$ cat src/fetch_params.svh
`ifndef FETCH_PARAMS_SVH
`define FETCH_PARAMS_SVH

//////////////////////////////
// fetch stage sizing
//////////////////////////////

// byte address width of the instruction port
`define FETCH_ADDR_W 32

// prefetch queue slots, also the credit pool
`define FETCH_FIFO_DEPTH 4

// granted requests that may wait for rvalid at once
// kept equal to the queue depth so every response has a slot
`define FETCH_MAX_OUTSTANDING `FETCH_FIFO_DEPTH

`endif
$ cat src/fetch_prefetch_fifo.sv
`include "fetch_params.svh"

// circular prefetch queue between memory responses and the IF/ID register
module fetch_prefetch_fifo (
  input  logic                                   clk,
  input  logic                                   rst_n,
  input  logic                                   flush_i,      // drop everything
  input  logic                                   push_i,
  input  logic [31:0]                            push_data_i,
  input  logic                                   pop_i,
  output logic [31:0]                            pop_data_o,   // head word, valid when !empty_o
  output logic                                   empty_o,
  output logic [$clog2(`FETCH_FIFO_DEPTH+1)-1:0] count_o
);

  localparam int DEPTH = `FETCH_FIFO_DEPTH;
  localparam int PTR_W = (DEPTH > 1) ? $clog2(DEPTH) : 1;
  localparam int CNT_W = $clog2(DEPTH + 1);

  logic [31:0]      mem_q [DEPTH];   // word storage
  logic [PTR_W-1:0] rptr_q, wptr_q;  // head and tail
  logic [CNT_W-1:0] cnt_q;           // occupancy
  logic             push_en, pop_en;

  // wrap for any depth, not only powers of two
  function automatic logic [PTR_W-1:0] ptr_inc(input logic [PTR_W-1:0] p);
    return (int'(p) == DEPTH - 1) ? '0 : p + PTR_W'(1);
  endfunction

  assign push_en = push_i & ~flush_i;            // flush wins over push
  assign pop_en  = pop_i & ~flush_i & ~empty_o;  // never pop air

  assign empty_o    = (cnt_q == '0);
  assign count_o    = cnt_q;
  assign pop_data_o = mem_q[rptr_q];

  ////////////////////////////////
  // pointers and count
  ////////////////////////////////

  always_ff @(posedge clk or negedge rst_n) begin
    if (!rst_n) begin
      rptr_q <= '0;
      wptr_q <= '0;
      cnt_q  <= '0;
    end else if (flush_i) begin
      rptr_q <= '0;  // empty in one cycle
      wptr_q <= '0;
      cnt_q  <= '0;
    end else begin
      if (push_en) wptr_q <= ptr_inc(wptr_q);
      if (pop_en)  rptr_q <= ptr_inc(rptr_q);
      case ({push_en, pop_en})
        2'b10:   cnt_q <= cnt_q + CNT_W'(1);
        2'b01:   cnt_q <= cnt_q - CNT_W'(1);
        default: cnt_q <= cnt_q;  // both or neither
      endcase
    end
  end

  // storage
  always_ff @(posedge clk) begin
    if (push_en) mem_q[wptr_q] <= push_data_i;
  end

  // credits reserve a slot before the request leaves, so a full push is a bug upstream
  a_no_overflow : assert property (@(posedge clk) disable iff (!rst_n)
    push_i |-> (int'(cnt_q) < DEPTH));

endmodule

$ cat config.mk
export PLATFORM = sky130hd
export DESIGN_NAME = fetch_prefetch_fifo
export DESIGN_NICKNAME = d
export VERILOG_FILES = /design/src/fetch_prefetch_fifo.sv
export VERILOG_INCLUDE_DIRS = /design/src
export SDC_FILE = /design/constraint.sdc
export NUM_CORES = 1
export LEC_CHECK = 0
export ABC_CLOCK_PERIOD_IN_PS = 5800
export BUFFER_PORTS_ARGS = -buffer_cell sky130_fd_sc_hd__buf_2
export CORE_MARGIN = 2
export CORE_UTILIZATION = 40
export DETAILED_ROUTE_END_ITERATION = 16
export HOLD_SLACK_MARGIN = 0.15
export SETUP_SLACK_MARGIN = 0.3
export SLEW_MARGIN = 20
export SYNTH_ARGS = -nofsm -noshare
export SYNTH_HDL_FRONTEND = slang
export SYNTH_SLANG_ARGS = --single-unit
$ cat constraint.sdc
create_clock -name clk -period 5.8 [get_ports clk]
set_clock_uncertainty 0.05 [all_clocks]
set_input_delay 0.58 -clock clk [delete_from_list [all_inputs] [get_ports clk]]
set_output_delay 0.58 -clock clk [all_outputs]
set_load 0.01 [all_outputs]
==> metrics.txt <==
status completed; Routed Antenna Nets 0; initial antenna violation count 1; crit-path max FO 27; crit-path leading delay family buffers and inverters; Vias 2393; crit path max-delay cell type mux4_2; unrepaired setup endpoints after global routing no; Cell variety after synth 30; total gr overflow 0; Data required, critical path 5170 ps; Port Buffers 72; layout net count 350; slew of the pin with the lowest slew margin 928 ps; CP max stage delay 590 ps; Rows 41; cts repair resizes 0; Fmax 0.352 GHz; synth top area cells edfxtp_1 (75%), mux4_2 (14%), dfrtp_1 (3.4%); syn_nets 268; drt total wl 8890 um; Worst slew margin 38.1%; vias in the first global route 2594; die area 13800 um^2; placed cell area 5650 um^2; Synth Area in Compound Gates 1.12%; Ports 73; clk sink count 135; post-synthesis register bit count 135; initial cell density of the core 40.8%; CTS tree built; setup bufs post-CTS 0; die height 117 um; count of pins over their slew limit 0; Yosys top cell area share 74.9%; Cell Chain, Critical Path buf_4 > mux4_2 > buf_2; Critical Path Stages 3; Leak 0.00212 uW; Sum Neg Setup Slack 0 ps; Warnings, synthesis 0; core area 12600 um^2; mux contribution to synthesized area 14.4%; DP HPWL 5130 um; adder-cell share of the synthesized area 1.61%; Max clock buf depth 2; synthesized area 5130 um^2; min Tclk post-route 2840 ps; Setup CP Type flip-flop to primary output; Residual DRC 0; initial drt markers 185; Fin. Hold Viols 0; CP arrival 2210 ps; Root Driver clkbuf_16; post-synthesis xor/xnor area fraction 0.171%; drt pass-1 iters 7; share of cells above drive strength 1 43.1%; largest net degree at the start of global routing 35; sequential share of the synthesized area 78.3%; diode count 0; Syn Inst Count 225; worst vdd ir 0.180 mV; CTS clk-pin slew, worst paths 50 ps; simple-gate area share of the yosys netlist 2.66%; Power Dens Cells 368 nW/um^2; GPL Wtd Cong 0.708; nature of the critical path endpoint primary output; htree depth 4; Die X 117 um; first-pass GRT wire length 13800 um; global-route usage over all layers 14.3%; Cells on Worst Hold Path 1; CTS Buf Count 17; clock latency on the worst-skew pair 410 ps; buffer and inverter count on the worst path 2; area leader, netlist edfxtp_1; Critical Path Start Type flip-flop; Final setup viols 0; syn_area_per_cell 22.8 um^2; worst r2r path cells 7; main combinational cell family by area after synthesis multiplexers; final instance area 6190 um^2; Area Overhead vs Synth 20.7%; wire length per cell 18.1 um; Vias per Instance 4.86; period utilization 49.0%; Max Cap Viol 0; Min-Delay Path Class input port to flip-flop
## layout make-up
cell class,count,area [um^2]
Multi-Input combinational cell,76,1030
Clock inverter,4,20.0
Clock buffer,28,518
Sequential cell,135,4020
Tap cell,172,215
Timing Repair Buffer,74,378
Inverter,3,11.3
Fill cell,1057,6370
## layout by cell type (no fill, tap or decap)
master         count
edfxtp_1         128
buf_2             72
mux4_2            32
clkbuf_16         18
clkbuf_1           7
nor2_1             6
ha_1               5
dfrtp_1            5
and2_2             4
a21oi_1            4
clkinv_2           4
nand2_1            3
nand3_1            3
clkbuf_8           3
inv_1              2
nand2b_1           2
mux2i_1            2
o21ai_0            2
dfrtp_2            2
or3_4              1
inv_2              1
nor3_1             1
nor2b_1            1
o21ai_1            1
xnor2_1            1
or3_1              1
and2_1             1
nand4b_1           1
a31oi_1            1
a21o_1             1
nor4_1             1
a311oi_1           1
fa_1               1
dlygate4sd3_1      1
buf_4              1
## stage by stage
stage	cells	total power (uW)	hold WS [ps]	setup WS, ps	util, %
5_1_grt	492	2370	319	2770	49.3
2_1_floorplan	225	1260	234	3630	-
3_5_place_dp	459	1340	377	3330	44.9
6_report	492	2280	332	2960	49.3
3_3_place_gp	459	1340	375	3340	44.9
4_1_cts	492	2310	309	2870	49.3
## power breakdown
part | internal, uW | switching [uW] | leakage (uW) | total (uW)
Clock | 603 | 359 | 0.000267 | 962
Sequential | 1100 | 19.9 | 0.00125 | 1120
Combinational | 96.6 | 99.4 | 0.000605 | 196
Total | 1800 | 478 | 0.00212 | 2280
## worst paths after layout
| path | slack, ps | to | startpoint |
|---|---|---|---|
| max | 2960 | pop_data_o[9] | rptr_q[0]$_DFFE_PN0P_ |
| min | 330 | mem_q[0][1]$_DFFE_PP_ | push_data_i[1] |
| max reg2reg | 3560 | count_o[2]$_DFFE_PN0P_ | count_o[1]$_DFFE_PN0P_ |
| min reg2reg | 550 | wptr_q[1]$_DFFE_PN0P_ | wptr_q[1]$_DFFE_PN0P_ |
| max in group asynchronous | 5060 | rptr_q[0]$_DFFE_PN0P_ | rst_n |
| min in group asynchronous | 470 | count_o[0]$_DFFE_PN0P_ | rst_n |
## state kept, by name (all words and copies together) (netlist names)
name / flops
count_o: 3
rptr_q: 2
wptr_q: 2
mem_q: 128
## timing repair
action / 4_1_cts / 5_1_grt
hold buffers: 1 / 0
endpoints found under the hold margin: 7 / 0
endpoints found under the setup margin: 0 / 0
## metal layers
metal  wire length, um  vias up  GRT usage [%]
met2              4400       61           23.1
met3               511       11           6.59
met4               116        2           6.35
li1                  -     1094              -
met5                13        -              0
met1              3850     1225           16.5
## synth_stat cells
| library cell | number |
|---|---|
| xnor2_1 | 1 |
| inv_2 | 1 |
| or3_1 | 1 |
| nor2_1 | 6 |
| edfxtp_1 | 128 |
| nor3_1 | 1 |
| nand2_1 | 3 |
| a311oi_1 | 1 |
| buf_2 | 5 |
| o21ai_0 | 2 |
| dfrtp_1 | 7 |
| inv_1 | 2 |
| nor4_1 | 1 |
| buf_6 | 3 |
| buf_4 | 2 |
| clkbuf_1 | 1 |
| a21o_1 | 1 |
| mux2i_1 | 2 |
| nand4b_1 | 1 |
| o21ai_1 | 1 |
| fa_1 | 1 |
| nand3_1 | 3 |
| mux4_2 | 32 |
| and2_1 | 5 |
| nand2b_1 | 2 |
| nor2b_1 | 1 |
| a21oi_1 | 4 |
| a31oi_1 | 1 |
| or3_4 | 1 |
| ha_1 | 5 |
## cells by family after synthesis
group                    after synthesis
AO/OA/AOI/OAI                         10
XOR/XNOR                               1
adder cells (fa/ha/maj)                6
buffers and inverters                 14
flip-flops                           135
multiplexers                          34
AND/OR/NAND/NOR                       25
Note: power is estimated with default switching activity, not from simulation.
