File: config.mk
export PLATFORM = sky130hd
export DESIGN_NAME = fetch_credit_ctr
export DESIGN_NICKNAME = d
export VERILOG_FILES = /design/src/fetch_credit_ctr.sv
export VERILOG_INCLUDE_DIRS = /design/src
export SDC_FILE = /design/constraint.sdc
export NUM_CORES = 1
export LEC_CHECK = 0
export ABC_AREA = 1
export BUFFER_PORTS_ARGS = -buffer_cell sky130_fd_sc_hd__buf_4
export CAP_MARGIN = 20
export CORE_AREA = 4 4 41 43
export DETAILED_ROUTE_END_ITERATION = 7
export DIE_AREA = 0 0 45 47
export HOLD_SLACK_MARGIN = 0.1
export PLACE_DENSITY = 0.63
export SYNTH_ARGS = -nofsm -noshare
export SYNTH_HDL_FRONTEND = slang
export SYNTH_SLANG_ARGS = --single-unit
File: constraint.sdc
create_clock -name clk -period 3.92 [get_ports clk]
set_input_delay 0.196 -clock clk [delete_from_list [all_inputs] [get_ports clk]]
set_output_delay 0.196 -clock clk [all_outputs]
set_load 0.03 [all_outputs]
File: src/fetch_params.svh
`ifndef FETCH_PARAMS_SVH
`define FETCH_PARAMS_SVH

//////////////////////////////
// fetch stage sizing
//////////////////////////////

// byte address width of the instruction port
`define FETCH_ADDR_W 32

// prefetch queue slots, also the credit pool
`define FETCH_FIFO_DEPTH 4

// granted requests that may wait for rvalid at once
// kept equal to the queue depth so every response has a slot
`define FETCH_MAX_OUTSTANDING `FETCH_FIFO_DEPTH

`endif
File: src/fetch_credit_ctr.sv
`include "fetch_params.svh"

// tracks requests in flight and grants new ones only when a slot is reserved
module fetch_credit_ctr (
  input  logic                                     clk,
  input  logic                                     rst_n,
  input  logic                                     grant_i,       // req & gnt
  input  logic                                     rvalid_i,      // response this cycle
  input  logic                                     flush_i,       // redirect, old stream dies
  input  logic [$clog2(`FETCH_FIFO_DEPTH+1)-1:0]   fifo_count_i,  // words already queued
  output logic                                     credit_o,      // a new request fits
  output logic                                     drop_rsp_o,    // this rvalid is stale
  output logic                                     busy_o         // something still in flight
);

  localparam int OUT_W = $clog2(`FETCH_MAX_OUTSTANDING + 1);

  logic [OUT_W-1:0] out_q, out_d;    // granted minus answered
  logic [OUT_W-1:0] disc_q, disc_d;  // part of out_q that belongs to a flushed stream

  assign drop_rsp_o = rvalid_i & (disc_q != '0);  // oldest responses are the stale ones
  assign busy_o     = (out_q != '0);

  // every outstanding word owns a queue slot, discarded ones too until they arrive
  assign credit_o = ((int'(fifo_count_i) + int'(out_q)) < `FETCH_FIFO_DEPTH) &&
                    (int'(out_q) < `FETCH_MAX_OUTSTANDING);

  always_comb begin
    out_d = out_q;
    if (grant_i && !rvalid_i) begin
      out_d = out_q + OUT_W'(1);
    end else if (!grant_i && rvalid_i) begin
      out_d = out_q - OUT_W'(1);
    end

    disc_d = disc_q;
    if (flush_i) begin
      disc_d = out_d;  // a grant in the flush cycle still carries the old address
    end else if (drop_rsp_o) begin
      disc_d = disc_q - OUT_W'(1);
    end
  end

  always_ff @(posedge clk or negedge rst_n) begin
    if (!rst_n) begin
      out_q  <= '0;
      disc_q <= '0;
    end else begin
      out_q  <= out_d;
      disc_q <= disc_d;
    end
  end

  // memory answers only what it granted, in order
  a_no_orphan_rsp : assert property (@(posedge clk) disable iff (!rst_n)
    rvalid_i |-> (out_q != '0));

  // fsm must respect credit_o
  a_out_bound : assert property (@(posedge clk) disable iff (!rst_n)
    int'(out_q) <= `FETCH_MAX_OUTSTANDING);

endmodule

==> results_dict.tcl, run 1 <==
set metrics [dict create \
    outcome "finished clean" \
    syn_to_final_growth_pct 26.93 \
    power.switching_uw 157.3 \
    dr_wl_met2_um 444 \
    seq_area_sq_um 150.1 \
    drt_iter0_drc 5 \
    p_clk_share_pct 15.6 \
    finalSetupViolCount 0 \
    relSlewSlack_pct 83.81 \
    hpwl_um 760.2 \
    worstSetupEndpointType "primary output" \
    final_max_slew_viol_count 0 \
    ioPinCount 11 \
    clock_sinks 6 \
    overflow 0 \
    rows 13 \
    fin_crit_ns 1.589 \
    wl_per_cell_um 10.00 \
    dieArea_sq_um 2115 \
    cts_resized 0 \
    grt_max_degree 8 \
    hp-class "in -> reg" \
    final-hold-violation-count 0 \
    cts_tree "done" \
    arrival_ns 1.39 \
    syn_area_per_cell_sq_um 7.692 \
    critPathMaxFanout 4 \
    htreeDepth 1 \
    yosysSeqAreaShare_pct 32.00 \
    synth_area_leader_cell "dfrtp_1" \
    switching_share_pct 43.26 \
    final_area_sq_um 595.6 \
    grt_pass1_wl_mm 1.649 \
    cp-start-kind "flop" \
    nFillCells 147 \
    clockBufferDepth 2 \
    routed_wirelength_um 900 \
    power_frac_comb_pct 52.7 \
    maxCapViolCount 0 \
    cts_root_buf "clkbuf_4" \
    gp_congestion 0.7487 \
    placed_cell_area_sq_um 563.0 \
    synthesis.area_sq_um 469.2 \
    antenna_found_initial 0 \
    diodes 0 \
    setup_tns_ns 0 \
    drive_gt1_share_pct 24.00 \
    required_ns 3.72 \
    skew_ns 0.003225 \
    worstMarginPinSlew_ns 0.2418 \
    routed_via_density 4.711 \
    io_buffers 10 \
    synth.distinct_cells 15 \
    cts_setup_buffers 0 \
    yosysWarnings 0 \
    drt-met1-wl_um 404 \
    dieWidth_um 45 \
    peakVddDrop_v 0.0002914 \
    seqPwrFrac_pct 31.7 \
    grt_util_all_layers_pct 11.14 \
    drc 0 \
    core_sq_um 1301 \
    synth_area_leaders "dfrtp_1 32%, ha_1 19%, nand2_1 14%, inv_1 9.6%, nand3_1 5.3%" \
    yosysTopAreaCellShare_pct 32.00 \
    initial_core_util_pct 36.06 \
    num_vias 424 \
    insertion_delay_ns 0.24 \
    die_y_um 47 \
    ant_nets 0 \
    path_clk_slew_ns 0.05 \
    finalCoreUtilization_pct 45.77 \
    leakage_nw 0.3387 \
    grt_pass1_vias 416 \
    fmax_ghz 0.6293 \
    numCtsBuffers 3 \
    fin_crit_sh_pct 40.54 \
    total_power_uw 363.5 \
    first_pass_iters 4 \
    power.internal_uw 206.3 \
    criticalPathCategory "reg -> out" \
    ys_ff_latch 6 \
    routed-wl-met3_um 43 \
    rsz0062_at_grt "no" \
    syn_nets 76 \
    highest_layer "met4" \
    synthCells 61 \
    finalNetCount 92 \
    multi_input_area_sq_um 266.5 \
    p_per_area_nw_per_um2 610.4 \
]
## layout by cell type, fill, tap and decap left out, drive strengths merged
| cell | netlist | final |
|---|---|---|
| nand2 | 17 | 17 |
| buf | 0 | 10 |
| dlygate4sd3 | 0 | 1 |
| a21oi | 2 | 2 |
| o31ai | 1 | 1 |
| nor2 | 5 | 5 |
| o21bai | 1 | 1 |
| inv | 14 | 14 |
| clkbuf | 0 | 3 |
| dfrtp | 6 | 6 |
| ha | 7 | 7 |
| o211ai | 1 | 1 |
| xor2 | 1 | 1 |
| nand3 | 5 | 5 |
| a31oi | 1 | 1 |
## logic make-up after synthesis
family	after synthesis	synth area share, %
AND/OR/NAND/NOR	27	26.93
buffers and inverters	14	11.20
adder cells (fa/ha/maj)	7	18.67
AO/OA/AOI/OAI	6	9.335
flip-flops	6	32.00
XOR/XNOR	1	1.867
## synth_stat cells
cell,number
o211ai_1,1
inv_2,2
nor2_8,1
nor2_1,3
nand3_1,5
xor2_1,1
o21bai_1,1
dfrtp_1,6
ha_1,7
o31ai_2,1
inv_1,12
a31oi_1,1
nor2_2,1
a21oi_1,2
nand2_1,17
## critical path, cell delays in order (launching register included)
cell and delay (ns):
dfrtp_1 0.41, ha_1 0.28, nor2_1 0.08, nand2_1 0.06, a31oi_1 0.14, buf_4 0.18
## flip-flops by register name, indices dropped and copies added, names as in the netlist
signal / flops
disc_q: 3
out_q: 3
## power by group through the flow
| stage | combinational, mW | clock (mW) | sequential [mW] |
|---|---|---|---|
| final | 0.192 | 0.0566 | 0.115 |
| after global routing | 0.229 | 0.0650 | 0.119 |
| after CTS | 0.196 | 0.0600 | 0.115 |
| after detailed placement | 0.193 | 0 | 0.116 |
| after global placement | 0.188 | 0 | 0.115 |
| after floorplan | 0.146 | 0 | 0.110 |
## what timing repair did
action	4_1_cts	5_1_grt
hold endpoints to repair	6	0
hold buffers	1	0
endpoints found under the setup margin	0	0
## stage by stage
step	std cells	setup slack (ns)	hold slack (ns)
final	90	2.331	0.1809
after floorplan	61	2.427	-0.09959
after CTS	90	2.302	0.1773
after global placement	86	2.593	0.008069
after global routing	90	2.148	0.1915
after detailed placement	86	2.554	0.008838
## final cells by class
class                           count  share of cell area (%)
Inverter                           14                   8.824
Sequential cell                     6                   25.21
Tap cell                           15                   3.151
Multi-Input combinational cell     41                   44.75
Clock buffer                        3                   3.782
Timing Repair Buffer               11                   14.29
## path summary, 6_finish.rpt
kind	from	endpoint	slack, ns	cells after the start
max	out_q[2]	credit_o	2.33	5
min	flush_i	disc_q[0]	0.18	2
max reg2reg	disc_q[0]	disc_q[1]	2.54	8
min reg2reg	disc_q[2]	disc_q[2]	0.48	2
max in group asynchronous	rst_n	out_q[0]	3.50	2
min in group asynchronous	rst_n	disc_q[2]	0.30	2
## routing by layer
| layer | global-route usage, % | vias up |
|---|---|---|
| li1 | - | 218 |
| met1 | 12.76 | 197 |
| met2 | 18.08 | 7 |
| met3 | 5.747 | 2 |
| met4 | 3.509 | 0 |
| met5 | 0 | - |
Note: power is estimated with default switching activity, not from simulation.
==> run 2: changes to the inputs <==
==> constraint.sdc (replaced) <==
create_clock -name clk -period 1.5 [get_ports clk]
set_input_delay 0.075 -clock clk [delete_from_list [all_inputs] [get_ports clk]]
set_output_delay 0.075 -clock clk [all_outputs]
set_load 0.03 [all_outputs]
==> run 2 against run 1 <==
Setup slack got worse by 2.3 ns. Combinational power grew to 2.8 times the previous value. Clock skew grew 0.0040 ns. Wire length up 1.0%. First-iteration DRC count decreased by 40%. Hold slack worse by 0.013 ns. Sequential power grew to 2.6 times the previous value. Clock power rose to 2.7 times the previous value. Via count decreased by 1.9%. Design area rose by 3.4%. Global-route usage shrank 0.071 points.
==> results_dict.tcl, run 2 (synthesis gave the netlist of run 1 again) <==
set metrics [dict create \
    mostFrequentLayoutCell "nand2_1" \
    clockBufferDepth 2 \
    rsz0062_at_grt "yes" \
    p_per_area_nw_per_um2 1603 \
    timing.rr.end "disc_q[1]" \
    grt_util_all_layers_pct 11.07 \
    worstSetupEndpointType "primary output" \
    initial_core_util_pct 36.06 \
    routed_wirelength_um 909 \
    hpwl_um 766.2 \
    drive_gt1_share_pct 25.97 \
    skew_ns 0.007272 \
    syn_to_final_growth_pct 31.20 \
    cp-start-kind "flop" \
    peakVddDrop_v 0.0008776 \
    first_pass_iters 6 \
    ioPinCount 11 \
    routed_via_density 4.522 \
    worstMarginPinSlew_ns 0.2182 \
    reg2reg_setup_slack_ns 0.19 \
    fin_crit_sh_pct 96.52 \
    cts_tree "done" \
    final-hold-violation-count 0 \
    insertion_delay_ns 0.25 \
    final_cell_mix "17 x nand2_1, 12 x inv_1, 11 x buf_4" \
    rr_worst_depth 9 \
    relSlewSlack_pct 85.39 \
    fmax_ghz 0.6907 \
    outcome "finished clean" \
    critPathMaxFanout 2 \
    finalNetCount 94 \
    wl_per_cell_um 9.880 \
    finalSetupViolCount 0 \
    p_clk_share_pct 15.6 \
    drt_iter0_drc 3 \
    leakage_nw 0.3454 \
    overflow 0 \
    diodes 0 \
    die_y_um 47 \
    ant_nets 0 \
    final_max_slew_viol_count 0 \
    dieArea_sq_um 2115 \
    io_buffers 10 \
    whs_ns 0.1681 \
    largestRegisters "disc_q: 3 flops, out_q: 3 flops" \
    power.internal_uw 560.7 \
    worstSetupEndpoint "credit_o" \
    grt_pass1_wl_mm 1.621 \
    critPathLaunch "out_q[2]" \
    numCtsBuffers 3 \
    cts_root_buf "clkbuf_4" \
    hp-class "in -> async" \
    power.switching_uw 426.3 \
    switching_share_pct 43.19 \
    grt_pass1_vias 384 \
    num_vias 416 \
    htreeDepth 1 \
    finalCoreUtilization_pct 47.31 \
    gp_congestion 0.7238 \
    reg2reg_from "disc_q[0]" \
    arrival_ns 1.37 \
    maxCapViolCount 0 \
    rows 13 \
    power_frac_comb_pct 54.3 \
    clock_sinks 6 \
    seqPwrFrac_pct 30.0 \
    grt_max_degree 8 \
    path_clk_slew_ns 0.05 \
    required_ns 1.42 \
    criticalPathCategory "reg -> out" \
    dieWidth_um 45 \
    fin_crit_ns 1.448 \
    antenna_found_initial 0 \
    core_sq_um 1301 \
    drc 0 \
]
-- run 2: cell count changes in the layout (fill, tap and decap cells not counted), sizes merged --
cell	change
buf	+1
dlygate4sd3	+1
-- run 2: per-layer routing --
metal  up-vias  routed length, um  GRT usage, %
li1        223                  -             -
met1       185                403         13.26
met2         6                442         16.10
met3         2                 47         6.130
met4         0                 16         5.263
met5         -                  0             0
-- run 2: layout make-up --
cell class | instances | area (sq um)
multi-input cells | 41 | 269.0
well taps | 15 | 18.77
clock buffers | 3 | 22.52
flip-flops and latches | 6 | 150.1
repair buffers | 13 | 102.6
fillers | 145 | 685.7
inverters | 14 | 52.55
-- run 2: repair_timing --
action                                 in CTS  in global routing
gates resized for setup                     0                  1
buffers inserted                            0                  1
setup endpoints to repair                   0                  2
hold buffers                                2                  0
endpoints found under the hold margin       8                  0
-- run 2: power groups by stage --
stage | clock [mW] | combinational [mW] | sequential (mW)
floorplan | 0 | 0.382 | 0.287
global placement | 0 | 0.496 | 0.307
detailed placement | 0 | 0.510 | 0.307
CTS | 0.163 | 0.515 | 0.305
global route | 0.178 | 0.631 | 0.310
finish | 0.154 | 0.536 | 0.296
-- run 2: how the worst min path moves through the flow --
stage / to / depth (start not counted)
3_3_place_gp: disc_q[1] / 1
2_1_floorplan: disc_q[0] / 0
6_report: disc_q[1] / 2
4_1_cts: disc_q[1] / 2
3_5_place_dp: disc_q[1] / 1
5_1_grt: disc_q[1] / 2
-- run 2: worst max-delay path, stage by stage (launching register included) --
cell and delay [ns]:
dfrtp_1 0.38, ha_1 0.29, nor2_1 0.08, nand2_1 0.05
a31oi_1 0.14, buf_4 0.18
-- run 2: stage by stage --
stage	cells	total power, mW	setup TNS [ns]	instance area (sq um)	worst slack [ns]
floorplan	61	0.6689	0	469.2	0.1231
global placement	86	0.8026	0	563.0	0.1692
detailed placement	86	0.8174	0	563.0	0.1406
CTS	91	0.9829	0	605.6	0.002001
global route	92	1.119	-0.02758	615.6	-0.02758
finish	92	0.9870	0	615.6	0.05214
