$ cat config.mk
export PLATFORM = sky130hd
export DESIGN_NAME = fetch_ctrl_fsm
export DESIGN_NICKNAME = d
export VERILOG_FILES = /design/src/fetch_ctrl_pkg.sv /design/src/fetch_bus_pkg.sv /design/src/fetch_ctrl_fsm.sv
export VERILOG_INCLUDE_DIRS = /design/src
export SDC_FILE = /design/constraint.sdc
export NUM_CORES = 1
export LEC_CHECK = 0
export BUFFER_PORTS_ARGS = -buffer_cell sky130_fd_sc_hd__buf_2
export CAP_MARGIN = 20
export CORE_ASPECT_RATIO = 0.6
export CORE_UTILIZATION = 57
export CTS_BUF_LIST = sky130_fd_sc_hd__clkbuf_8
export DETAILED_ROUTE_END_ITERATION = 16
export MAX_ROUTING_LAYER = met4
export PLACE_DENSITY_LB_ADDON = 0.3
export SKIP_CTS_REPAIR_TIMING = 1
export SYNTH_ARGS = -nofsm -noshare
export SYNTH_HDL_FRONTEND = slang
export SYNTH_SLANG_ARGS = --single-unit
$ cat constraint.sdc
create_clock -name clk -period 6.4 [get_ports clk]
set_clock_uncertainty 0.2 [all_clocks]
set_input_delay 0 -clock clk [delete_from_list [all_inputs] [get_ports clk]]
set_output_delay 0 -clock clk [all_outputs]
set_load 0.05 [all_outputs]
$ cat src/fetch_params.svh
`ifndef FETCH_PARAMS_SVH
`define FETCH_PARAMS_SVH

//////////////////////////////
// fetch stage sizing
//////////////////////////////

// byte address width of the instruction port
`define FETCH_ADDR_W 32

// prefetch queue slots, also the credit pool
`define FETCH_FIFO_DEPTH 4

// granted requests that may wait for rvalid at once
// kept equal to the queue depth so every response has a slot
`define FETCH_MAX_OUTSTANDING `FETCH_FIFO_DEPTH

`endif
$ cat src/fetch_ctrl_pkg.sv
`include "fetch_params.svh"

// controller side of the fetch stage
package fetch_ctrl_pkg;

  //////////////////////////////
  // redirect selectors
  //////////////////////////////

  // source of the new pc on pc_set
  typedef enum logic [2:0] {
    PC_BOOT      = 3'd0,  // boot address
    PC_JUMP      = 3'd1,  // jal / jalr from decode
    PC_BRANCH    = 3'd2,  // taken branch from execute
    PC_EXCEPTION = 3'd3,  // trap entry, see exc_pc_mux_e
    PC_MRET      = 3'd4,  // back to mepc
    PC_DRET      = 3'd5   // back to depc
  } pc_mux_e;

  // which trap entry address to use
  typedef enum logic [1:0] {
    EXC_PC_EXCEPTION = 2'd0,  // common trap base
    EXC_PC_IRQ       = 2'd1,  // vectored by irq id
    EXC_PC_DBD       = 2'd2   // debug halt entry
  } exc_pc_mux_e;

  //////////////////////////////
  // IF/ID register
  //////////////////////////////

  typedef struct packed {
    logic                     valid;  // instr and pc hold a fetched word
    logic [31:0]              instr;  // raw instruction
    logic [`FETCH_ADDR_W-1:0] pc;     // address it came from
  } if_id_t;

endpackage

$ cat src/fetch_bus_pkg.sv
`include "fetch_params.svh"

// instruction memory side of the fetch stage
package fetch_bus_pkg;

  //////////////////////////////
  // request channel
  //////////////////////////////

  // req and addr stay put until gnt is seen
  typedef struct packed {
    logic                     req;   // request strobe
    logic [`FETCH_ADDR_W-1:0] addr;  // word aligned fetch address
  } fetch_req_t;

  //////////////////////////////
  // response channel
  //////////////////////////////

  // rvalid comes back in order, one per granted request
  typedef struct packed {
    logic        gnt;     // request accepted this cycle
    logic        rvalid;  // rdata holds the oldest pending word
    logic [31:0] rdata;   // instruction word
  } fetch_rsp_t;

endpackage

$ cat src/fetch_ctrl_fsm.sv
`include "fetch_params.svh"

// fetch control: request address, request strobe, queue pop and IF/ID register
module fetch_ctrl_fsm (
  input  logic                       clk,
  input  logic                       rst_n,
  input  logic                       req_i,                // core wants instructions
  input  logic                       pc_set_i,             // redirect
  input  logic [`FETCH_ADDR_W-1:0]   target_i,             // from fetch_pc_sel
  input  logic                       credit_i,
  input  logic                       gnt_i,
  input  logic                       fifo_empty_i,
  input  logic [31:0]                fifo_data_i,
  input  logic                       halt_if_i,
  input  logic                       id_ready_i,
  input  logic                       clear_instr_valid_i,
  output fetch_bus_pkg::fetch_req_t  imem_req_o,
  output logic                       flush_o,
  output logic                       pop_o,
  output fetch_ctrl_pkg::if_id_t     if_id_o,
  output logic                       perf_imiss_o
);
  import fetch_bus_pkg::*;
  import fetch_ctrl_pkg::*;

  localparam logic [`FETCH_ADDR_W-1:0] WORD_STEP = 4;

  typedef enum logic {IDLE, FETCH} state_e;

  state_e                   state_q;
  logic [`FETCH_ADDR_W-1:0] addr_q;   // address of the next request
  logic [`FETCH_ADDR_W-1:0] pc_q;     // pc of the word at the queue head
  logic                     pend_q;   // shown to memory last cycle without gnt
  logic                     start;    // leaving IDLE
  logic                     accept;   // request taken by memory
  logic                     load;     // queue head goes into IF/ID
  logic                     valid_q;
  logic [31:0]              instr_q;
  logic [`FETCH_ADDR_W-1:0] pc_id_q;
  fetch_req_t               req;
  if_id_t                   if_id;

  assign start = (state_q == IDLE) & (req_i | pc_set_i);

  // pend_q keeps a shown request alive even if req_i falls
  assign req.req  = (state_q == FETCH) & credit_i & (req_i | pend_q);
  assign req.addr = addr_q;
  assign accept   = req.req & gnt_i;

  assign load = (state_q == FETCH) & ~fifo_empty_i & id_ready_i & ~halt_if_i & ~pc_set_i;

  assign imem_req_o   = req;
  assign flush_o      = pc_set_i;  // queue and stale responses go on redirect
  assign pop_o        = load;
  assign perf_imiss_o = (state_q == FETCH) & fifo_empty_i;  // decode starved

  //////////////////////////////
  // state, addresses
  //////////////////////////////

  always_ff @(posedge clk or negedge rst_n) begin
    if (!rst_n) begin
      state_q <= IDLE;
      addr_q  <= '0;
      pc_q    <= '0;
      pend_q  <= 1'b0;
    end else begin
      if (start) state_q <= FETCH;  // stays fetching from here on
      pend_q <= req.req & ~gnt_i;
      if (start || pc_set_i) begin
        addr_q <= target_i;  // boot target on the first start
        pc_q   <= target_i;
      end else begin
        if (accept) addr_q <= addr_q + WORD_STEP;
        if (load)   pc_q   <= pc_q + WORD_STEP;
      end
    end
  end

  //////////////////////////////
  // IF/ID register
  //////////////////////////////

  always_ff @(posedge clk or negedge rst_n) begin
    if (!rst_n) begin
      valid_q <= 1'b0;
    end else if (load) begin
      valid_q <= 1'b1;
    end else if (clear_instr_valid_i) begin
      valid_q <= 1'b0;  // controller kills the word in decode
    end
  end

  always_ff @(posedge clk) begin
    if (load) begin
      instr_q <= fifo_data_i;
      pc_id_q <= pc_q;
    end
  end

  assign if_id.valid = valid_q;
  assign if_id.instr = instr_q;
  assign if_id.pc    = pc_id_q;
  assign if_id_o     = if_id;

  // bus rule, a redirect is the only thing allowed to move a waiting request
  a_req_stable : assert property (@(posedge clk) disable iff (!rst_n)
    req.req && !gnt_i && !pc_set_i |=> req.req && $stable(req.addr));

endmodule

==> metrics.txt, run 1 <==
CP max stage delay 0.81 ns; Final ANT Viol Nets 0; relative slew slack 32.47%; CORE AREA 9256 µm²; crit path capture addr_q[10]$_DFFE_PN0P_; GPL Wtd Cong 0.8832; Slew Viols, Final 0; share of the synthesized area in the top cell type 35.08%; most common cell in the netlist dfrtp_1; endpoints failing setup 0; DRT iter0 DRCs 587; CP Launch Point state_q$_DFFE_PN0P_; post-route setup slack 3.154 ns; cell taking the most area after synthesis edfxtp_1; Peak VDD IR 0.0001730 V; library cells used by synthesis 36; CP delay by family, top buffers and inverters; global-route wire length before repair 21,290 µm; Die Span X 128.6 µm; Layout area overhead 39.86%; overall routed net length 16,320 µm; number of fillers in the final layout 512; Finished Cell Area 7661 µm²; Via density 5.757; pre-CTS WS 3.700 ns; vias in the first global route 4,112; Rows 27; top post-synthesis cells by count dfrtp_1, edfxtp_1, a21oi_1, nor2_1, xor2_1; Most used DFF post-synth dfrtp_1; worst-margin pin slew 1.011 ns; CP Depth 6; max-cap viol count 0; drt pass-1 iters 6; largest net degree at the start of global routing 68; Fin. Hold Viols 0; largest fanout on the critical path 53; setup TNS 0 ns; Seq/Total Area, Yosys 64.78%; Worst-Skew Late Latency 0.43 ns; Vias 4,830; Post-DP HPWL 9885 µm; H-tree Lvls 4; WL per Instance 19.45 µm; Clock transition at path regs 0.07 ns; min Tclk post-route 3.246 ns; WP data arrival 3.40 ns; Mapped Nets 511; Fin Hold WS 0.01147 ns; layout cells sized above 1 32.02%; hold path cells 4; CP endpoint kind register; FF-to-FF path depth 6; antenna diode count 0; Multi-input gate area 1836 µm²; register-to-register setup slack 3.15 ns; placed cell areas 6474 µm²; IO Pins 175; # DRC 0; EDFF count, synth 64; Crit-path slowest cell a21oi_4; die height 77.94 µm; CTS buffer count 17; Worst Hold Class in -> reg; Yosys reg bits 129; status finished clean; reg2reg end addr_q[10]$_DFFE_PN0P_; crit start category register; initial core utilization 59.18%; critical path required time 6.56 ns; RSZ-0062 raised after global routing no; Lkg Pwr 3.084 nW; FF-to-FF Start state_q$_DFFE_PN0P_; top post-synthesis cells by area edfxtp_1, dfrtp_1, xor2_1; CP bufs+invs 3; CTS Sinks 129; layout net count 773; Longest Clk Path Bufs 2; Setup Crit Path Kind reg -> reg; yosys warns 0; Cell Pwr Density 260.3 nW/µm²; IO buf count 174; Max Fclk 0.3081 GHz; gr ovfl total 0; CTS tree done; die area 10,020 µm²; initial antenna violation count 0; Tcrit/Tclk final 50.72%; Seq. cell area 3548 µm²; Total GRT Usage 29.79%; Synth Area per Inst 12.59 µm²; asr flop ratio synth 50.39%; post-synthesis cell area 5478 µm²; CP Cell Sequence inv_1 -> a21oi_4 -> buf_4 -> nor2_1 -> a21oi_1 -> dlygate4sd3_1; clk root buf clkbuf_8; Mapped Cells 435
-- report_power, final --
| group | internal, mW | total (mW) | switching (mW) |
|---|---|---|---|
| logic | 0.118 | 0.338 | 0.220 |
| clock network | 0.342 | 0.671 | 0.328 |
| registers | 0.921 | 0.985 | 0.0638 |
| total | 1.38 | 1.99 | 0.612 |
-- registers in the layout, summed over array words and instances, names as in the netlist --
register,flops
instr_q,32
pc_q,31
pend_q,1
valid_q,1
state_q,1
addr_q,31
pc_id_q,32
-- per-stage QoR --
stage               std cells  power, mW  util [%]
floorplan                 435      1.181         -
global placement          727      1.275     69.94
detailed placement        727      1.281     69.94
CTS                       758      1.941     74.01
global route              839      2.058     82.77
finish                    839      1.994     82.77
-- cells by family (layout without fill, tap and decap cells) --
family          after synthesis  count (layout)  share of synthesized area [%]
simple gates                155             155                          16.61
fa+ha+maj                     2               2                         0.4568
mux                           3               3                         0.5939
xor+xnor                     58              58                          9.274
compound gates               64              64                          6.373
buf+inv                      24             298                          1.919
flops                       129             129                          64.78
-- routing by layer --
| metal | up-vias | routed length, µm | global-route usage, % |
|---|---|---|---|
| li1 | 2099 | - | - |
| met1 | 2290 | 6390 | 42.17 |
| met2 | 384 | 7293 | 41.14 |
| met3 | 57 | 2211 | 10.83 |
| met4 | 0 | 422 | 6.588 |
| met5 | - | 0 | - |
-- placed cells by master (no fill, tap or decap), drive strengths merged --
master	Yosys	final
and3	8	8
o2111ai	1	1
or3b	1	1
o211ai	1	1
inv	9	12
clkinvlp	0	3
a21oi	60	60
and2	6	6
nand4	30	30
ha	2	2
clkbuf	10	17
nand2	20	20
buf	5	177
nor3	8	8
a31oi	1	1
or3	1	1
nand3b	1	1
nor2	41	41
nor4	12	12
o21ai	1	1
and4	2	2
dfrtp	65	65
nand3	21	21
xnor2	17	17
or4	1	1
mux2	2	2
nand4bb	1	1
mux2i	1	1
xor2	41	41
edfxtp	64	64
clkinv	0	6
dlygate4sd3	0	81
or2	2	2
bufinv	0	2
-- final cells by class --
class,count,share of cell area [%]
flip-flops and latches,129,46.32
multi-input cells,282,23.96
repair buffers,258,22.24
clock buffers,17,3.054
well taps,130,2.123
clock inverters,14,1.862
inverters,9,0.4410
-- how the worst min path moves through the flow --
stage / start / endpoint / slack [ns]
after global routing: credit_i / addr_q[3]$_DFFE_PN0P_ / 0.03
after CTS: fifo_data_i[30] / instr_q[30]$_DFFE_PP_ / -0.48
after global placement: fifo_data_i[21] / instr_q[21]$_DFFE_PP_ / -0.02
after detailed placement: fifo_data_i[5] / instr_q[5]$_DFFE_PP_ / -0.02
after floorplan: rst_n / addr_q[10]$_DFFE_PN0P_ / -0.50
final: credit_i / addr_q[3]$_DFFE_PN0P_ / 0.01
-- worst min-delay path: cells and delay by family --
kind	cells	cell delay, ns
buf+inv	1	0.12
compound gates	2	0.38
simple gates	1	0.09
Note: power is estimated with default switching activity, not from simulation.
==> run 2: changes to the inputs <==
CORE_UTILIZATION = 53   (was 57)
clock period = 3 ns   (was 6.4 ns; I/O delays follow)
==> metrics.txt, run 2 (synthesis gave the netlist of run 1 again) <==
Lkg Pwr 3.127 nW (was 3.084 nW); Clock transition at path regs 0.08 ns (was 0.07 ns); CP max stage delay 0.52 ns (was 0.81 ns); commonest non-fill, non-tap cell in the layout buf_2 (unchanged); Total Power 4.389 mW (was 1.994 mW); GPL Wtd Cong 0.8697 (was 0.8832); Fin Hold WS -0.01549 ns (was 0.01147 ns); Via density 5.636 (was 5.757); die height 80.75 µm (was 77.94 µm); crit start category register (unchanged); DRT iter0 DRCs 448 (was 587); failing checks negative hold slack; CP delay by family, top buffers and inverters (unchanged); relative slew slack 54.01% (was 32.47%); largest net degree at the start of global routing 79 (was 68); layout net count 773 (unchanged); critical path required time 2.80 ns (was 6.56 ns); Crit-path slowest cell dfrtp_1 (was a21oi_4); Max Fclk 0.3858 GHz; Die Span X 133.2 µm (was 128.6 µm); IO buf count 174 (unchanged); Slew Viols, Final 0 (unchanged); # DRC 0 (unchanged); top flop regs instr_q (32), pc_id_q (32) (unchanged); min Tclk post-route 2.592 ns; CP bufs+invs 2 (was 3); setup TNS 0 ns (unchanged); endpoints failing setup 0 (unchanged); RSZ-0062 raised after global routing no (unchanged); Final ANT Viol Nets 0 (unchanged); register-to-register setup slack 0.48 ns (was 3.15 ns); CORE AREA 9950 µm² (was 9256 µm²); initial antenna violation count 1 (was 0); CTS buffer count 17 (unchanged); layout cells sized above 1 32.68% (was 32.02%); WL per Instance 19.02 µm (was 19.45 µm); initial core utilization 55.06% (was 59.18%); Vias 4,774 (was 4,830); overall routed net length 16,110 µm (was 16,320 µm); Post-DP HPWL 9880 µm (was 9885 µm); CP endpoint kind primary output (was register); WP data arrival 2.39 ns (was 3.40 ns); gr ovfl total 0 (unchanged); Layout area overhead 41.43% (was 39.86%); Worst-Skew Late Latency 0.45 ns (was 0.43 ns); max-cap viol count 0 (unchanged); CTS tree done (unchanged); vias in the first global route 3,827 (was 4,112); Peak VDD IR 0.0003053 V (was 0.0001730 V); Rows 28 (was 27); Tcrit/Tclk final 86.41%; worst-margin pin slew 0.6835 ns (was 1.011 ns); H-tree Lvls 4 (unchanged); IO Pins 175 (unchanged); Worst Hold Class in -> reg (unchanged); Setup Crit Path Kind reg -> out (was reg -> reg); CTS Sinks 129 (unchanged); Cell Pwr Density 566.6 nW/µm² (was 260.3 nW/µm²); Fin. Hold Viols 3 (was 0); die area 10,760 µm² (was 10,020 µm²); global-route wire length before repair 20,320 µm (was 21,290 µm); Longest Clk Path Bufs 2 (unchanged); largest fanout on the critical path 23 (was 53); CP Cell Sequence nand3b_2 -> or2_2 -> clkinvlp_4 -> buf_2 (was inv_1 -> a21oi_4 -> buf_4 -> nor2_1 -> a21oi_1 -> dlygate4sd3_1); status finished with violations (was finished clean); most frequent cells in the layout buf_2, dlygate4sd3_1, dfrtp_1 (unchanged); Total GRT Usage 26.48% (was 29.79%); drt pass-1 iters 5 (was 6); clk root buf clkbuf_8 (unchanged)
run 2: changes by cell type in the layout (fill, tap and decap cells not counted), sizes merged:
cell,delta
buf,+2
diode,+2
dlygate4sd3,-2
inv,+2
bufinv,+1
clkinv,-1
clkinvlp,-1
run 2: cell type report:
class                      count  area (µm²)
sequential                   129        3548
tap                          135       168.9
clock inverter                15       181.4
inverter                       9       37.54
clock buffer                  17       234.0
multi-input combinational    282        1836
antenna                        2       5.005
fill                         589        2202
timing repair buffer         258        1737
run 2: routing by layer:
layer  GRT usage, %  share of wire, %  wire length (µm)
met5              -                 0                 0
met4          9.545               2.2               359
met3          6.242               9.0              1445
met2          36.04                46              7410
met1          38.61                43              6895
run 2: per-stage QoR:
step           util (%)  setup slack [ns]  instances  hold WS (ns)  instance area [µm²]
3_3_place_gp      65.49            0.6943        733       -0.1689                 6516
5_1_grt           77.84            0.3183        846       0.03846                 7745
4_1_cts           69.67            0.4434        765       -0.6439                 6932
3_5_place_dp      65.49            0.5826        733       -0.1670                 6516
2_1_floorplan         -            0.2951        435       -0.4956                 5482
6_report          77.87            0.4078        847      -0.01549                 7747
run 2: path summary, 6_finish.rpt:
check                                      from                endpoint  cells past startpoint
max                         state_q$_DFFE_PN0P_                   pop_o                      4
min                                    credit_i  addr_q[14]$_DFFE_PN0P_                      5
max reg2reg                 pc_q[2]$_DFFE_PN0P_    pc_q[26]$_DFFE_PN0P_                      6
min reg2reg                pc_q[31]$_DFFE_PN0P_   pc_id_q[31]$_DFFE_PP_                      0
max in group asynchronous                 rst_n     pc_q[9]$_DFFE_PN0P_                      4
min in group asynchronous                 rst_n   addr_q[8]$_DFFE_PN0P_                      4
run 2: power breakdown:
part / internal (mW) / switching (mW) / total, mW
sequential: 1.96 / 0.126 / 2.09
combinational: 0.253 / 0.468 / 0.721
clock: 0.831 / 0.746 / 1.58
run 2: worst min-delay path: stages:
cell and delay (ns):
buf_2 0.13, o211ai_4 0.18, nor3_2 0.08, xnor2_1 0.13, a21oi_1 0.07
